### src/rtl/r5p_bus_pkg.sv
// r5p system bus subsystem package
// shared widths, bus and counter types, register map, state encodings

package r5p_bus_pkg;

  ////////////////////////////////////////////////////////////////////////////
  // widths
  ////////////////////////////////////////////////////////////////////////////

  localparam int unsigned ADR_W  = 16;  // bus address
  localparam int unsigned DAT_W  = 32;  // bus data
  localparam int unsigned BEN_W  = 4;   // byte enables, one per byte lane
  localparam int unsigned MEM_AW = 8;   // word index, adr[9:2]
  localparam int unsigned CNT_W  = 16;  // statistics counters
  localparam int unsigned WAIT_W = 3;   // wait state setting
  localparam int unsigned RAD_W  = 3;   // config register address

  // memory depth in words
  localparam int unsigned MEM_DEPTH = 1 << MEM_AW;

  ////////////////////////////////////////////////////////////////////////////
  // types
  ////////////////////////////////////////////////////////////////////////////

  typedef logic [ADR_W-1:0]  bus_adr_t;  // byte address
  typedef logic [DAT_W-1:0]  bus_dat_t;  // read/write data
  typedef logic [BEN_W-1:0]  bus_ben_t;  // byte lane select
  typedef logic [CNT_W-1:0]  cnt_t;      // saturates at all ones
  typedef logic [WAIT_W-1:0] wait_t;     // wait cycles before ack
  typedef logic [RAD_W-1:0]  reg_adr_t;  // config register index

  // register map
  localparam reg_adr_t REG_CTRL      = 3'd0;  // [0] stat enable, [1] clear (not stored)
  localparam reg_adr_t REG_WAIT      = 3'd1;  // memory wait states
  localparam reg_adr_t REG_RD_CNT    = 3'd2;
  localparam reg_adr_t REG_WR_CNT    = 3'd3;
  localparam reg_adr_t REG_STALL_CNT = 3'd4;
  localparam reg_adr_t REG_ERR_CNT   = 3'd5;
  // 6 and 7 unmapped, read zero

  // monitor request tracking
  typedef enum logic {
    MON_IDLE,  // no request outstanding
    MON_PEND   // req seen without ack last cycle
  } mon_state_t;

  // memory wait state machine
  typedef enum logic {
    MEM_IDLE,  // ready, zero-wait requests acked here
    MEM_WAIT   // counting down wait cycles
  } mem_state_t;

endpackage: r5p_bus_pkg

### src/rtl/r5p_bus_mon_regs.sv
// r5p bus monitor register block
// strobe config port, monitor enable/clear, memory wait setting, counter readback

`timescale 1ns/100ps

module r5p_bus_mon_regs (
  // system
  input  logic                  clk,
  input  logic                  rst,
  // config port
  input  logic                  cfg_wen,   // write strobe
  input  logic                  cfg_ren,   // read strobe
  input  r5p_bus_pkg::reg_adr_t cfg_adr,
  input  r5p_bus_pkg::bus_dat_t cfg_wdt,
  output r5p_bus_pkg::bus_dat_t cfg_rdt,   // valid cycle after cfg_ren
  // monitor counters
  input  r5p_bus_pkg::cnt_t     rd_cnt,
  input  r5p_bus_pkg::cnt_t     wr_cnt,
  input  r5p_bus_pkg::cnt_t     stall_cnt,
  input  r5p_bus_pkg::cnt_t     err_cnt,
  // control outputs
  output logic                  stat_en,
  output logic                  stat_clr,
  output r5p_bus_pkg::wait_t    wait_cfg
);

  import r5p_bus_pkg::*;

  ////////////////////////////////////////////////////////////////////////////
  // local signals
  ////////////////////////////////////////////////////////////////////////////

  logic     wr_ctrl;  // write hits REG_CTRL
  logic     wr_wait;  // write hits REG_WAIT
  bus_dat_t rd_mux;   // read data before register

  assign wr_ctrl = cfg_wen && (cfg_adr == REG_CTRL);
  assign wr_wait = cfg_wen && (cfg_adr == REG_WAIT);

  ////////////////////////////////////////////////////////////////////////////
  // write side
  ////////////////////////////////////////////////////////////////////////////

  always_ff @(posedge clk, posedge rst) begin
    if (rst) begin
      stat_en  <= 1'b0;
      stat_clr <= 1'b0;
      wait_cfg <= '0;
    end else begin
      if (wr_ctrl) stat_en <= cfg_wdt[0];
      stat_clr <= wr_ctrl && cfg_wdt[1];  // pulse, self clearing
      if (wr_wait) wait_cfg <= cfg_wdt[WAIT_W-1:0];
    end
  end

  ////////////////////////////////////////////////////////////////////////////
  // read side
  ////////////////////////////////////////////////////////////////////////////

  // clear bit reads back as zero
  always_comb begin
    case (cfg_adr)
      REG_CTRL:      rd_mux = DAT_W'(stat_en);
      REG_WAIT:      rd_mux = DAT_W'(wait_cfg);
      REG_RD_CNT:    rd_mux = DAT_W'(rd_cnt);
      REG_WR_CNT:    rd_mux = DAT_W'(wr_cnt);
      REG_STALL_CNT: rd_mux = DAT_W'(stall_cnt);
      REG_ERR_CNT:   rd_mux = DAT_W'(err_cnt);
      default:       rd_mux = '0;  // unmapped
    endcase
  end

  always_ff @(posedge clk, posedge rst) begin
    if (rst) begin
      cfg_rdt <= '0;
    end else if (cfg_ren) begin
      cfg_rdt <= rd_mux;  // held until next read
    end
  end

  // one strobe per cycle on the config port
  assert property (@(posedge clk) disable iff (rst) !(cfg_wen && cfg_ren));

endmodule: r5p_bus_mon_regs

### config.mk
export PLATFORM = sky130hd
export DESIGN_NAME = r5p_bus_mon_regs
export DESIGN_NICKNAME = d
export VERILOG_FILES = /design/src/rtl/r5p_bus_pkg.sv /design/src/rtl/r5p_bus_mon_regs.sv
export SDC_FILE = /design/constraint.sdc
export NUM_CORES = 1
export LEC_CHECK = 0
export ABC_AREA = 1
export BUFFER_PORTS_ARGS = -buffer_cell sky130_fd_sc_hd__buf_2
export CORE_MARGIN = 2
export CORE_UTILIZATION = 35
export DETAILED_ROUTE_END_ITERATION = 10
export MAX_ROUTING_LAYER = met4
export PLACE_DENSITY = 0.78
export SLEW_MARGIN = 40
export SYNTH_ARGS = -nofsm -noshare
export SYNTH_HDL_FRONTEND = slang
export SYNTH_SLANG_ARGS = --single-unit
### constraint.sdc
create_clock -name clk -period 0.8 [get_ports clk]
set_input_delay 0.04 -clock clk [delete_from_list [all_inputs] [get_ports clk]]
set_output_delay 0.04 -clock clk [all_outputs]
set_load 0.02 [all_outputs]
Word level (Yosys, flattened, before mapping). Index checks and enable logic that the tools add are counted.

Bits in registers: 37. Bits of input ports: 103.

Muxes and demuxes: 1. Reduce and logical (&&, ||, !) cells: 4. Equal/unequal tests: 5.

Operators by type and width (number): $pmux W16 S6 (1); $eq A3 B2 Y1 const B (2); $eq A3 B3 Y1 const B (2); $eq A3 B1 Y1 const B (1); $logic_and A1 B1 Y1 (3); $logic_not A3 Y1 (1).

Depth between registers and ports, before layout.
Depth in word-level cells: 3. Gate-level depth with buffers: 8. Gate-level depth less buffers: 7.

Least setup slack after synthesis. Ideal clock, no wire load.

Kind: register -> register. From: reg stat_en. To: reg cfg_rdt[0]. Path slack: -68 ps. Library setup time: 122 ps. Cell stages (with the launch flop): 5. Data arrival time: 746 ps. Path buffers: 0. Period minus slack after synthesis: 868 ps. Path through: dfrtp_1 > nand3_1 > o21ai_0 > nor2_1 > a21oi_1.

Longest elaborated chain between the ends: 1.

Ends and longest elaborated chain: start, declared (line r5p_bus_mon_regs.sv:22) `output logic stat_en,`; start signal, assigned (line r5p_bus_mon_regs.sv:50) `if (wr_ctrl) stat_en <= cfg_wdt[0];`; $pmux W16 S6 (line r5p_bus_mon_regs.sv:62) `case (cfg_adr)`; end signal, assigned (line r5p_bus_mon_regs.sv:77) `cfg_rdt <= rd_mux;`; end, declared (line r5p_bus_mon_regs.sv:15) `output r5p_bus_pkg::bus_dat_t cfg_rdt,`.

Every way passes these cells. A chain may end at the register's enable or synchronous reset.

Worst setup path after layout.
From: reg stat_en. To: out stat_en.

No word-level cell between the ends.

==> metrics.md <==
| Metric | Value |
|---|---|
| Status | finished, violations left |
| Failing checks | negative setup slack |
| Clock Tree Root | clkbuf_8 |
| R2r startpoint | stat_en |
| Worst IR Drop VDD | 0.837 mV |
| # fillers | 447 |
| DR vias | 1899 |
| Cell count after placement | 383 |
| Hold path depth | 3 |
| Sw Ratio | 0.341 |
| Vias in the first global route | 1888 |
| Max Cap Viol | 0 |
| First-pass GRT wire length | 8280 um |
| Post-Place Setup Slack | -0.215 ns |
| Sink Count | 21 |
| Slew Viols, Final | 0 |
| Max clock buf depth | 2 |
| Total power | 3.31 mW |
| PD cells | 1360 nW/um2 |
| M3 GR Usage | 0.0534 |
| Most frequent cells in the layout | buf_2, inv_1, nand2_1 |
| Reg2reg end | cfg_rdt[0] |
| Design area | 2430 um2 |
| Storage cell area | 531 um2 |
| Post-DRT Antenna Nets | 0 |
| Pint | 2.18 mW |
| FF-to-FF path depth | 5 |
| Syn avg cell area | 6.88 um2 |
| Hpwl dp | 3750 um |
| Die width | 71.8 um |
| Core ar. | 4380 um2 |
| Total track usage | 0.207 |
| Post-synthesis sequential area ratio | 0.326 |
| Synth cell types | 20 |
| Critical path origin | stat_en |
| Congestion Overflow GR | 0 |
| Clk_lat worst skew | 0.26 ns |
| Final hold viol count | 0 |
| Grt peak-use layer | met2 |
| Cell row count | 24 |
| Met2 Use GR | 0.360 |
| Clock tree from TritonCTS | built |
| FMAX | 1040 MHz |
| Final Util | 0.555 |
| FF-to-FF setup slack | -0.13 ns |
| Die area | 5160 um2 |
| Drt wl/cell | 12.4 um |
| TritonCTS Buffers | 3 |
| Commonest non-fill, non-tap cell in the layout | buf_2 |
| Clock share of power | 0.214 |
| Period utilization | 1.20 |
| Largest net degree at the start of global routing | 22 |
| Final std cells w/o fill | 401 |
| Leak | 1.43 nW |
| Psw | 1.13 mW |
| Post-route setup slack | -0.158 ns |
| Routability cong. | 0.850 |
| Area grow syn2layout | 51.0% |
| Critical path type | flip-flop to output port |
| YS warnings | 0 |
| Met1 usage | 0.235 |
| Final wirelength | 4960 um |
| Drt initial violations | 121 |
| Worst setup EP type | output port |
| # diodes | 0 |
| Initial antenna violation count | 0 |
| Worst Path Arrival | 0.92 ns |
| CP Max Fanout | 2 |
| H-tree Lvls | 1 |
| Hold Path Sink | wait_cfg[2] |
| Post-DP Area | 2110 um2 |
| Initial core utilization | 0.367 |
| DRT Pass-1 Iters | 4 |
| Vert. Die Dim | 71.8 um |
| Clock Skew | 0.000465 ns |
| Final Setup Violations | 22 |
| Reg power frac | 0.392 |
| Share of cells above drive strength 1 | 0.410 |
| Clock-pin slew on the worst setup and hold paths | 0.08 ns |
| Synthesized flop and latch total | 21 |
| Minimum clock period | 0.958 ns |
| CP startpoint kind | flip-flop |
| Worst Hold Launch | cfg_wdt[2] |
| Required time worst endpoint | 0.76 ns |
| Mapped Area | 1610 um2 |
| PortBufs | 94 |
| Residual DRC count | 0 |
| Final net count | 453 |
| DR vias/cell | 4.74 |
| Ports | 140 |
| Multi-input gate area | 779 um2 |
| Unrepaired setup endpoints after global routing | yes |
| Synthesized instance count | 234 |
| Worst Hold Class | primary input to flip-flop |
| Logic pwr share | 0.393 |
-- how the worst max path moves through the flow --
stage | end | cells past startpoint
after floorplan | cfg_rdt[0] | 4
after global placement | cfg_rdt[2] | 8
after detailed placement | cfg_rdt[12] | 6
after CTS | stat_en | 2
after global routing | stat_en | 2
final | stat_en | 2
-- cells in the mapped netlist --
master / instances / area (um2)
buf_4: 19 / 143
clkbuf_1: 1 / 3.75
conb_1: 1 / 3.75
nand3_4: 2 / 35.0
a21oi_1: 1 / 5.00
inv_1: 41 / 154
buf_2: 2 / 10.0
dfrtp_1: 21 / 526
inv_2: 2 / 7.51
buf_6: 5 / 56.3
inv_4: 1 / 6.26
nand2_1: 42 / 158
o21ai_0: 20 / 100
nor2_1: 10 / 37.5
nand4_1: 15 / 93.8
o21ai_1: 25 / 125
clkbuf_2: 1 / 5.00
nand3_1: 23 / 115
nor2_2: 1 / 6.26
nor2_8: 1 / 20.0
-- layer usage --
layer	share of wire	vias to the layer above
li1	-	946
met1	0.38	859
met2	0.52	86
met3	0.085	8
met4	0.012	0
met5	0	-
-- cell families (layout without fill, tap and decap cells) --
| kind of cell | after synthesis | in the layout | synth area share |
|---|---|---|---|
| AOI/OAI and AO/OA | 46 | 46 | 0.143 |
| buffers and inverters | 72 | 172 | 0.239 |
| DFF | 21 | 21 | 0.326 |
| other | 1 | 16 | 0.00233 |
| and+or+nand+nor | 94 | 94 | 0.289 |
-- area by class of cell --
class / count / share of cell area
clock buffer: 3 / 0.0170
inverter: 44 / 0.0690
tap: 52 / 0.0268
multi-input combinational: 156 / 0.321
clock inverter: 1 / 0.00206
timing repair buffer: 124 / 0.346
sequential: 21 / 0.218
-- sequential cells by signal, indices dropped and copies added, names as in the netlist --
| signal | count |
|---|---|
| cfg_rdt | 16 |
| stat_clr | 1 |
| stat_en | 1 |
| wait_cfg | 3 |
-- critical path: stages, from the launching register on --
cell and delay [ns]:
dfrtp_2 0.42, buf_6 0.12, buf_6 0.12
-- repair_timing --
action                                  4_1_cts  5_1_grt
hold endpoints to repair                     22        0
hold buffers                                  2        0
pin swaps                                     2        5
setup buffers                                10        2
endpoints found under the setup margin       22       31
resized for setup                            44        7
-- power by group through the flow --
stage          clock (mW)  combinational (mW)  sequential, mW
2_1_floorplan           0               0.490            1.44
3_3_place_gp            0                1.00            1.28
3_5_place_dp            0                1.02            1.29
4_1_cts             0.753                1.28            1.29
5_1_grt             0.781                1.42            1.32
6_report            0.708                1.30            1.30
-- per-stage QoR --
step / hold WS, ns / setup TNS [ns]
2_1_floorplan: 0.0162 / -0.0211
5_1_grt: 0.0353 / -1.88
4_1_cts: 0.00132 / -1.34
3_3_place_gp: 0.0888 / -2.85
3_5_place_dp: 0.0920 / -3.61
6_report: 0.0105 / -1.12
Power figures use the tool's default switching activity.
