File: src/rtl/r5p_bus_pkg.sv
// r5p system bus subsystem package
// shared widths, bus and counter types, register map, state encodings

package r5p_bus_pkg;

  ////////////////////////////////////////////////////////////////////////////
  // widths
  ////////////////////////////////////////////////////////////////////////////

  localparam int unsigned ADR_W  = 16;  // bus address
  localparam int unsigned DAT_W  = 32;  // bus data
  localparam int unsigned BEN_W  = 4;   // byte enables, one per byte lane
  localparam int unsigned MEM_AW = 8;   // word index, adr[9:2]
  localparam int unsigned CNT_W  = 16;  // statistics counters
  localparam int unsigned WAIT_W = 3;   // wait state setting
  localparam int unsigned RAD_W  = 3;   // config register address

  // memory depth in words
  localparam int unsigned MEM_DEPTH = 1 << MEM_AW;

  ////////////////////////////////////////////////////////////////////////////
  // types
  ////////////////////////////////////////////////////////////////////////////

  typedef logic [ADR_W-1:0]  bus_adr_t;  // byte address
  typedef logic [DAT_W-1:0]  bus_dat_t;  // read/write data
  typedef logic [BEN_W-1:0]  bus_ben_t;  // byte lane select
  typedef logic [CNT_W-1:0]  cnt_t;      // saturates at all ones
  typedef logic [WAIT_W-1:0] wait_t;     // wait cycles before ack
  typedef logic [RAD_W-1:0]  reg_adr_t;  // config register index

  // register map
  localparam reg_adr_t REG_CTRL      = 3'd0;  // [0] stat enable, [1] clear (not stored)
  localparam reg_adr_t REG_WAIT      = 3'd1;  // memory wait states
  localparam reg_adr_t REG_RD_CNT    = 3'd2;
  localparam reg_adr_t REG_WR_CNT    = 3'd3;
  localparam reg_adr_t REG_STALL_CNT = 3'd4;
  localparam reg_adr_t REG_ERR_CNT   = 3'd5;
  // 6 and 7 unmapped, read zero

  // monitor request tracking
  typedef enum logic {
    MON_IDLE,  // no request outstanding
    MON_PEND   // req seen without ack last cycle
  } mon_state_t;

  // memory wait state machine
  typedef enum logic {
    MEM_IDLE,  // ready, zero-wait requests acked here
    MEM_WAIT   // counting down wait cycles
  } mem_state_t;

endpackage: r5p_bus_pkg

File: src/rtl/r5p_bus_mon.sv
// r5p system bus monitor
// delayed bus copy, request stability check, saturating statistics counters

`timescale 1ns/100ps

module r5p_bus_mon (
  // system
  input  logic                  clk,
  input  logic                  rst,
  // observed system bus
  input  logic                  req,
  input  logic                  wen,
  input  r5p_bus_pkg::bus_adr_t adr,
  input  r5p_bus_pkg::bus_ben_t ben,
  input  r5p_bus_pkg::bus_dat_t wdt,
  input  logic                  ack,
  // control from register block
  input  logic                  stat_en,   // counters run
  input  logic                  stat_clr,  // one cycle clear pulse
  // statistics
  output r5p_bus_pkg::cnt_t     rd_cnt,
  output r5p_bus_pkg::cnt_t     wr_cnt,
  output r5p_bus_pkg::cnt_t     stall_cnt,
  output r5p_bus_pkg::cnt_t     err_cnt
);

  import r5p_bus_pkg::*;

  ////////////////////////////////////////////////////////////////////////////
  // local signals
  ////////////////////////////////////////////////////////////////////////////

  // request fields delayed by one clock
  logic       wen_r;
  bus_adr_t   adr_r;
  bus_ben_t   ben_r;
  bus_dat_t   wdt_r;

  mon_state_t state;  // pending tracking

  // events of the current cycle
  logic       ev_rd;
  logic       ev_wr;
  logic       ev_stall;
  logic       ev_err;
  logic       fld_diff;  // any request field moved

  // saturating increment
  function automatic cnt_t sat_inc(input cnt_t val);
    return (val == '1) ? val : val + cnt_t'(1);
  endfunction

  ////////////////////////////////////////////////////////////////////////////
  // delayed bus copy
  ////////////////////////////////////////////////////////////////////////////

  always_ff @(posedge clk) begin
    wen_r <= wen;
    adr_r <= adr;
    ben_r <= ben;
    wdt_r <= wdt;
  end

  // pending when last cycle had req without ack
  always_ff @(posedge clk, posedge rst) begin
    if (rst) begin
      state <= MON_IDLE;
    end else begin
      state <= (req && !ack) ? MON_PEND : MON_IDLE;
    end
  end

  ////////////////////////////////////////////////////////////////////////////
  // protocol check
  ////////////////////////////////////////////////////////////////////////////

  assign fld_diff = (wen != wen_r) || (adr != adr_r) ||
                    (ben != ben_r) || (wdt != wdt_r);

  // pending request dropped or changed before ack
  assign ev_err   = (state == MON_PEND) && (!req || fld_diff);

  assign ev_rd    = req && ack && !wen;  // read transfer
  assign ev_wr    = req && ack && wen;   // write transfer
  assign ev_stall = req && !ack;         // wait cycle

  ////////////////////////////////////////////////////////////////////////////
  // statistics
  ////////////////////////////////////////////////////////////////////////////

  // clear wins over enable
  always_ff @(posedge clk, posedge rst) begin
    if (rst) begin
      rd_cnt    <= '0;
      wr_cnt    <= '0;
      stall_cnt <= '0;
      err_cnt   <= '0;
    end else if (stat_clr) begin
      rd_cnt    <= '0;
      wr_cnt    <= '0;
      stall_cnt <= '0;
      err_cnt   <= '0;
    end else if (stat_en) begin
      if (ev_rd)    rd_cnt    <= sat_inc(rd_cnt);
      if (ev_wr)    wr_cnt    <= sat_inc(wr_cnt);
      if (ev_stall) stall_cnt <= sat_inc(stall_cnt);
      if (ev_err)   err_cnt   <= sat_inc(err_cnt);
    end
  end

  // slave acks only a live request on the observed bus
  assert property (@(posedge clk) disable iff (rst) ack |-> req);

endmodule: r5p_bus_mon

File: config.mk
export PLATFORM = sky130hd
export DESIGN_NAME = r5p_bus_mon
export DESIGN_NICKNAME = d
export VERILOG_FILES = /design/src/rtl/r5p_bus_pkg.sv /design/src/rtl/r5p_bus_mon.sv
export SDC_FILE = /design/constraint.sdc
export NUM_CORES = 1
export LEC_CHECK = 0
export ABC_AREA = 1
export BUFFER_PORTS_ARGS = -buffer_cell sky130_fd_sc_hd__clkbuf_2
export CAP_MARGIN = 20
export CORE_ASPECT_RATIO = 2
export CORE_MARGIN = 4
export CORE_UTILIZATION = 35
export CTS_CLUSTER_DIAMETER = 100
export DETAILED_ROUTE_END_ITERATION = 16
export GPL_TIMING_DRIVEN = 0
export PLACE_DENSITY = 0.64
export SYNTH_ARGS = -nofsm -noshare
export SYNTH_HDL_FRONTEND = slang
export SYNTH_SLANG_ARGS = --single-unit
File: constraint.sdc
create_clock -name clk -period 2.6 [get_ports clk]
set_input_delay 0.26 -clock clk [delete_from_list [all_inputs] [get_ports clk]]
set_output_delay 0.26 -clock clk [all_outputs]
set_load 0.02 [all_outputs]
# Word level (Yosys, flattened, before mapping)
# Cells that the tools add are included.
[totals]
regBits = 118
inputBits = 59
output_inout_bits = 64
[classes]
addsub = 4
n_eq_ne = 12
muxes = 17
reduce_logical = 21
[ops]
columns = ["op", "count"]
rows = [
  ["$mux W16", 16],
  ["$add A16 B1 Y16 const B", 4],
  ["$eq A16 B16 Y1 const B", 4],
  ["$ne A32 B32 Y1", 1],
  ["$ne A16 B16 Y1", 1],
  ["$reduce_and A3 Y1", 4],
  ["$reduce_bool A2 Y1", 5],
  ["$ne A2 B2 Y1 const B", 4],
  ["$logic_and A1 B1 Y1", 5],
  ["$logic_or A1 B1 Y1", 4],
  ["$ne A4 B4 Y1", 1],
  ["$logic_not A1 Y1", 3],
  ["$mux W1", 1],
  ["$ne A1 B1 Y1", 1],
]

# Depth between registers and ports, before layout
# Gate-level depths: netlist of run 1.
[logic_depth]
word_depth = 9
mapped_depth = 13

# Worst setup path before layout of run 1
# Ideal clock, no wire load.
[synth_path]
path_kind = "register -> register"
from = "reg rd_cnt[0]"
to = "reg rd_cnt[6]"
setup_ns = 0.132
arrival_ns = 1.638
required_ns = 2.468
setup_slack_ns = 0.830
path_stages_with_launch = 10
path_buffers = 0
period_less_slack_ns = 1.770
path_cell_list = "dfrtp_1 > ha_1 > nand2_1 > nor3_2 > nand4_1 > nand2_2 > inv_2 > nand2_1 > xor2_1 > nor2_1"
[synth_between]
elab_chain_len = 5
[synth_lines]
columns = ["element", "line", "text"]
rows = [
  ["start: declaration", "r5p_bus_mon.sv:21", "output r5p_bus_pkg::cnt_t rd_cnt,"],
  ["start signal: assignment", "r5p_bus_mon.sv:104", "if (ev_rd) rd_cnt <= sat_inc(rd_cnt);"],
  ["$add A16 B1 Y16", "r5p_bus_mon.sv:50", "return (val == '1) ? val : val + cnt_t'(1);"],
  ["$mux W16", "r5p_bus_mon.sv:50", ""],
  ["$mux W16", "r5p_bus_mon.sv:104", ""],
  ["$mux W16", "r5p_bus_mon.sv:103", "end else if (stat_en) begin"],
  ["$mux W16", "r5p_bus_mon.sv:98", "end else if (stat_clr) begin"],
]
# Several ways; a longest one is shown, not always the timed one. The select of a mux whose other input is x is not followed.
# A chain may end at the register's enable or synchronous reset.

# Final worst setup path of run 1
[layout_path]
from = "reg rd_cnt[0]"
to = "reg rd_cnt[10]"
# Same word-level chain as after synthesis.

==> results.toml, run 1 <==
[run_status]
result_of_the_run = "finished clean"

[worst_setup_path]
cp_top_family = "simple AND/OR/NAND/NOR gates"
worstSetupPathType = "register to register"
slowest_stage = "sky130_fd_sc_hd__dfrtp_1"
worst_path_cell_chain = "ha_1, nand2_1, nor3_2, nand4_1, nand2_2, nand2_2, inv_2, o21bai_1, nand2_1, nor2_1"
cp-end-kind = "register"
timing.critical_path.required_ps = 2890
setup.worst_path.start_class = "register"
arrival_ps = 2430
critical-path-max-stage-delay_ps = 460
timing.critical_path.buf_inv = 1
cp_max_fo = 10

[floorplanning]
die-height_um = 195
top_level_port_count = 123
fp.dieArea_sq_um = 19700
rows = 68
die_w_um = 101
initial_utilization = 0.355
core_area_sq_um = 17200

[placement]
pre_cts_ws_ps = 478
hpwlAfterDp_mm = 12.6
place.port_buffers = 121
place.gp.congestion = 0.921

[detailed_routing]
totalWireLength_mm = 16.7
detailedRoute.firstPassIterationCount = 4
via_count = 5935
average_routed_wire_per_standard_cell_um = 13.3
post_drt_via_cell_ratio = 4.72
drt_iter0_drc = 86
drcViolationCount = 0
route.antenna.remaining_nets = 0

[layout]
post_route_cells_drive_above_1_share = 0.181
fillers = 1728
diodes = 0
layout.cells.most_common_list = "sky130_fd_sc_hd__nand2_1 (234), sky130_fd_sc_hd__inv_1 (142), sky130_fd_sc_hd__clkbuf_2 (121)"
num-nets-final = 1097
layout.cells.most_common = "sky130_fd_sc_hd__nand2_1"
syn2layout_area_growth_pct = 32.1

[grt]
global_route.usage.met1 = 0.173
grt_use_total = 0.178
grtUsageMet2 = 0.338
global_route_wire_length_before_repair_mm = 27.8
global_route.usage.met3 = 0.0384
gr-total-overflow = 0
initial_antenna_violation_count = 0
grt-busiest-layer = "met2"
largest_net_degree_at_the_start_of_global_routing = 66
number_of_global_route_vias_before_repair = 5965

[yosys]
proportion_of_register_bits_with_asynchronous_set_or_reset_after_synthesis = 0.551
synth.avg_cell_area_sq_um = 7.24
muxShareOfSynthArea = 0
synth-main-ff-cell = "sky130_fd_sc_hd__dfrtp_1"
synth_compound_area_frac = 0.0501
postSynthRegisterBits = 118
synthesis.nets = 905
synth_top_family_by_area = "simple AND/OR/NAND/NOR gates"
synth-adder-area-share = 0.00821
ys_warn_count = 0
synth_edf_count = 0
portion_of_the_post_synthesis_area_used_by_sequential_elements = 0.441
gate_count_of_the_mapped_netlist = 842
synth_simple_gate_area_frac = 0.340
synth_xor_area_frac = 0.0532
mappedNetlistArea_sq_um = 6090
yosysUniqueCellTypes = 39

[clock_tree]
clock_slew_seen_by_the_registers_of_the_worst_setup_and_hold_paths_ps = 60
tritoncts = "done"
cts_htree_levels = 4
clk_root_buffer_cell = "sky130_fd_sc_hd__clkbuf_16"
cts.path.max_buffers = 2
tritoncts.num_buffers = 17
clock_latency_ps = 410
post_cts.repair.setup_buffers = 0
clock_sink_count = 118
post_cts.resized_instances = 0

[timing]
hold_violations = 0
max_freq_ghz = 0.467
layout_min_cycle_time_ps = 2140
slew_viol_final = 0
tightest_slew_ps = 837
post-route-period-util = 0.824
worst_clock_skew_ps = 10.9
relSlewSlack = 0.442
setup_viol = 0
post-route-worst-setup-slack_ps = 457
grt_setup_unrepaired = "no"

[min_path]
class_of_the_tightest_hold_or_removal_check = "input port to asynchronous set/reset pin"

[power_and_ir_drop]
p_leak_nw = 4.23
vdd.ir_drop.worst_v = 0.000409
post-layout-total-power_mw = 4.52
pwr_density_cell_nw_per_um2 = 562

[flow_run]
max_cap_viol_count = 0
-- cells by family after synthesis --
logic type	after synthesis
buffers and inverters	164
AND/OR/NAND/NOR	467
flip-flops	118
XOR/XNOR	37
AO/OA/AOI/OAI	52
adder cells (fa/ha/maj)	4
-- stage by stage --
| step | cells | utilization | instance area [sq um] | setup TNS, ps | hold slack (ps) |
|---|---|---|---|---|---|
| 2_1_floorplan | 842 | - | 6090 | 0 | 288 |
| 3_3_place_gp | 1173 | 0.405 | 6960 | -20260 | 378 |
| 3_5_place_dp | 1173 | 0.405 | 6960 | 0 | 380 |
| 4_1_cts | 1257 | 0.468 | 8050 | 0 | 4.46 |
| 5_1_grt | 1257 | 0.468 | 8050 | 0 | 7.05 |
| 6_report | 1257 | 0.468 | 8050 | 0 | 19.8 |
-- power breakdown --
| part | switching [mW] | total [mW] | internal [mW] |
|---|---|---|---|
| sequential | 0.0273 | 1.91 | 1.88 |
| clock | 0.840 | 2.25 | 1.41 |
| combinational | 0.209 | 0.366 | 0.158 |
-- repair_timing --
action                     in CTS  in global routing
hold endpoints to repair       52                  0
setup endpoints to repair       0                  0
hold buffers                   52                  0
-- layer usage --
layer	wire length, um	vias to the layer above
met5	0	-
met4	634	0
met3	855	51
met2	9390	158
met1	5830	2723
li1	-	3003
-- state kept, by name, indices dropped and copies added (netlist names) --
| name | flops |
|---|---|
| adr_r | 16 |
| stall_cnt | 16 |
| state | 1 |
| ben_r | 4 |
| wen_r | 1 |
| rd_cnt | 16 |
| err_cnt | 16 |
| wr_cnt | 16 |
| wdt_r | 32 |
-- area by class of cell --
cell class | count | area (sq um) | share of cell area
clock buffer | 23 | 489 | 0.0608
timing repair buffer | 173 | 1130 | 0.140
sequential | 118 | 2690 | 0.334
clock inverter | 9 | 72.6 | 0.00902
inverter | 149 | 564 | 0.0701
buffer | 15 | 95.1 | 0.0118
multi-input combinational | 560 | 2750 | 0.342
tap | 210 | 263 | 0.0327
-- Yosys cell counts (2+ instances only) --
master / n / share of area
sky130_fd_sc_hd__a21oi_1: 7 / 0.0057
sky130_fd_sc_hd__buf_1: 2 / 0.0012
sky130_fd_sc_hd__buf_2: 6 / 0.0049
sky130_fd_sc_hd__buf_4: 2 / 0.0025
sky130_fd_sc_hd__clkbuf_1: 3 / 0.0018
sky130_fd_sc_hd__dfrtp_1: 65 / 0.27
sky130_fd_sc_hd__dfxtp_1: 53 / 0.17
sky130_fd_sc_hd__ha_1: 4 / 0.0082
sky130_fd_sc_hd__inv_1: 143 / 0.088
sky130_fd_sc_hd__inv_2: 5 / 0.0031
sky130_fd_sc_hd__nand2_1: 234 / 0.14
sky130_fd_sc_hd__nand2_2: 4 / 0.0041
sky130_fd_sc_hd__nand2_4: 3 / 0.0055
sky130_fd_sc_hd__nand3_1: 54 / 0.044
sky130_fd_sc_hd__nand4_1: 33 / 0.034
sky130_fd_sc_hd__nand4_2: 2 / 0.0041
sky130_fd_sc_hd__nor2_1: 104 / 0.064
sky130_fd_sc_hd__nor2_4: 4 / 0.0074
sky130_fd_sc_hd__nor3_1: 16 / 0.013
sky130_fd_sc_hd__nor3_2: 3 / 0.0049
sky130_fd_sc_hd__nor3b_1: 4 / 0.0049
sky130_fd_sc_hd__nor4_1: 2 / 0.0021
sky130_fd_sc_hd__o21ai_0: 23 / 0.019
sky130_fd_sc_hd__o21ai_1: 6 / 0.0049
sky130_fd_sc_hd__o22ai_1: 3 / 0.0031
sky130_fd_sc_hd__o31ai_1: 9 / 0.011
sky130_fd_sc_hd__xnor2_1: 3 / 0.0043
sky130_fd_sc_hd__xor2_1: 34 / 0.049
-- final timing paths --
check / cells past startpoint / end / slack (ps) / startpoint
max: 10 / rd_cnt[10] / 460 / rd_cnt[0]
min reg2reg: 2 / stall_cnt[1] / 560 / stall_cnt[1]
min: 2 / stall_cnt[6] / 20 / rst
min in group clk: 1 / wen_r / 30 / wen
max in group asynchronous: 2 / err_cnt[5] / 2040 / rst
max reg2reg: 10 / rd_cnt[10] / 460 / rd_cnt[0]
-- worst register-to-register path: stages (launching register included) --
cell                       delay, ps
sky130_fd_sc_hd__dfrtp_1         460
sky130_fd_sc_hd__ha_1            210
sky130_fd_sc_hd__nand2_1         120
sky130_fd_sc_hd__nor3_2          300
sky130_fd_sc_hd__nand4_1         210
sky130_fd_sc_hd__nand2_2         250
sky130_fd_sc_hd__nand2_2         140
sky130_fd_sc_hd__inv_2           150
sky130_fd_sc_hd__o21bai_1         80
sky130_fd_sc_hd__nand2_1          50
sky130_fd_sc_hd__nor2_1           40
(Power assumes the default switching activity.)
==> inputs of run 2 (changes only) <==
- clock period: 2.6 -> 2 ns (I/O delays scaled with it)
==> run 2 against run 1 <==
Compared with the run above:
- final area grew 1.4%
- total power increased by 30%
- hold slack improved by 42 ps
- first-iteration DRC count up 30%
- combinational power is 33% higher
- non-clock buffer count is 9 higher
- final cell count grew 0.72%
- worst setup slack lost 330 ps
- via count up 0.84%
- critical path type unchanged
- clock power is 30% higher
- global-route usage increased by 0.081 points
- critical endpoint unchanged
- fmax up 14%
==> results.toml, run 2 (synthesis results as in run 1) <==
[layout]
num-nets-final = 1106
post_route_cells_drive_above_1_share = 0.188
layout.cells.most_common_list = "sky130_fd_sc_hd__nand2_1 (234), sky130_fd_sc_hd__inv_1 (142), sky130_fd_sc_hd__clkbuf_2 (121)"
syn2layout_area_growth_pct = 33.9
diodes = 0
layout.cells.most_common = "sky130_fd_sc_hd__nand2_1"
regMostFlops = "wdt_r"
largest_register_ff_count = 32
finalInstanceArea_sq_um = 8160

[timing]
max_freq_ghz = 0.534
hold_violations = 0
layout_min_cycle_time_ps = 1870
slew_viol_final = 0
worst_clock_skew_ps = 11.3
setup_viol = 0
post-route-period-util = 0.936
timing.hold.ws_ps = 62.3
relSlewSlack = 0.443
tightest_slew_ps = 836

[detailed_routing]
route.top_layer_used = "met4"
route.antenna.remaining_nets = 0
post_drt_via_cell_ratio = 4.73
average_routed_wire_per_standard_cell_um = 13.3
wl_met3_um = 701
totalWireLength_mm = 16.9
wirelength_met1_mm = 6.01
drcViolationCount = 0
drt_iter0_drc = 112
wl_met2_mm = 9.62
via_count = 5985
detailedRoute.firstPassIterationCount = 5

[grt]
global_route_wire_length_before_repair_mm = 28.0
gr-total-overflow = 0
number_of_global_route_vias_before_repair = 6021
grt_use_total = 0.179
initial_antenna_violation_count = 0
largest_net_degree_at_the_start_of_global_routing = 66

[worst_setup_path]
cp-end-kind = "register"
worstSetupPathType = "register to register"
cp_top_family = "simple AND/OR/NAND/NOR gates"
timing.critical_path.required_ps = 2290
setup.worst_path.start_class = "register"
critical-path-max-stage-delay_ps = 430
worst_path_cell_chain = "ha_1, nand2_1, nor3_4, nand4_1, nand2_4, nand2_2, inv_2, o21bai_1, nand2_1, nor2_1"
timing.critical_path.buf_inv = 1
arrival_ps = 2160
cp_max_fo = 7
path_common_cell = "sky130_fd_sc_hd__nand2_1"
slowest_stage = "sky130_fd_sc_hd__dfrtp_2"

[floorplanning]
fp.dieArea_sq_um = 19700
die-height_um = 195
rows = 68
initial_utilization = 0.355
die_w_um = 101
core_area_sq_um = 17200
top_level_port_count = 123

[power_and_ir_drop]
pwr_density_cell_nw_per_um2 = 721
p_leak_nw = 4.30
vdd.ir_drop.worst_v = 0.000537

[clock_tree]
clk_root_buffer_cell = "sky130_fd_sc_hd__clkbuf_16"
clock_latency_ps = 410
cts_htree_levels = 4
cts.path.max_buffers = 2
clock_sink_count = 118
tritoncts = "done"
clock_slew_seen_by_the_registers_of_the_worst_setup_and_hold_paths_ps = 60
tritoncts.num_buffers = 17

[run_status]
result_of_the_run = "finished clean"

[min_path]
class_of_the_tightest_hold_or_removal_check = "input port to register"

[placement]
place.gp.congestion = 0.921
hpwlAfterDp_mm = 12.6
placed_cell_area_sq_um = 6960
place.port_buffers = 121

[flow_run]
max_cap_viol_count = 0
==> run 2: changes by cell type in the layout (fill, tap and decap cells not counted), sizes merged <==
cell         previous run  this run
dlygate4sd3            52        55
clkbuf                147       148
buf                    12        17
==> run 2: cell type report <==
type | instances | area [sq um]
buffer | 15 | 97.6
sequential | 118 | 2690
inverter | 149 | 564
fill | 1713 | 9030
tap | 210 | 263
multi-input combinational | 560 | 2780
clock inverter | 9 | 72.6
timing repair buffer | 182 | 1200
clock buffer | 23 | 489
==> run 2: final timing paths <==
path                              startpoint            end  slack, ps  depth (start not counted)
worst max-delay path               rd_cnt[0]     rd_cnt[10]        130                         10
worst min-delay path                     req          state         60                          3
worst max register to register     rd_cnt[0]     rd_cnt[10]        130                         10
worst min register to register  stall_cnt[1]   stall_cnt[1]        560                          2
max in group asynchronous                rst      rd_cnt[0]        910                          3
min in group asynchronous                rst  stall_cnt[13]        510                          3
==> run 2: metal layers <==
metal  GRT usage  vias to the layer above
li1            -                     3024
met1       0.174                     2783
met2       0.340                      137
met3      0.0374                       41
met4      0.0912                        0
met5           0                        -
==> run 2: through the flow <==
step | worst slack (ps) | setup TNS (ps) | util | power [mW] | cells
after CTS | 62.6 | 0 | 0.472 | 5.96 | 1262
after floorplan | 174 | 0 | - | 2.76 | 842
final | 127 | 0 | 0.475 | 5.89 | 1266
after global placement | -854 | -55900 | 0.405 | 2.92 | 1173
after detailed placement | -122 | -705 | 0.405 | 2.93 | 1173
after global routing | -17.4 | -17.4 | 0.475 | 6.15 | 1266
==> run 2: worst reg2reg max path: stages, from the launching register on <==
cell and delay [ps]:
sky130_fd_sc_hd__dfrtp_2 430, sky130_fd_sc_hd__ha_1 180, sky130_fd_sc_hd__nand2_1 140, sky130_fd_sc_hd__nor3_4 220, sky130_fd_sc_hd__nand4_1 220, sky130_fd_sc_hd__nand2_4 150
sky130_fd_sc_hd__nand2_2 100, sky130_fd_sc_hd__inv_2 150, sky130_fd_sc_hd__o21bai_1 80, sky130_fd_sc_hd__nand2_1 50, sky130_fd_sc_hd__nor2_1 40
==> run 2: where the power goes <==
| part | switching [mW] | leakage [nW] | total (mW) | internal [mW] |
|---|---|---|---|---|
| Sequential | 0.0356 | 1.35 | 2.48 | 2.44 |
| Combinational | 0.274 | 2.66 | 0.485 | 0.210 |
| Clock | 1.09 | 0.286 | 2.92 | 1.84 |
| Total | 1.40 | 4.30 | 5.89 | 4.49 |
==> run 2: repair_timing <==
action,4_1_cts,5_1_grt
setup buffers,2,4
endpoints found under the setup margin,11,36
hold endpoints to repair,116,0
pin swaps,2,4
gates resized for setup,3,6
hold buffers,55,0
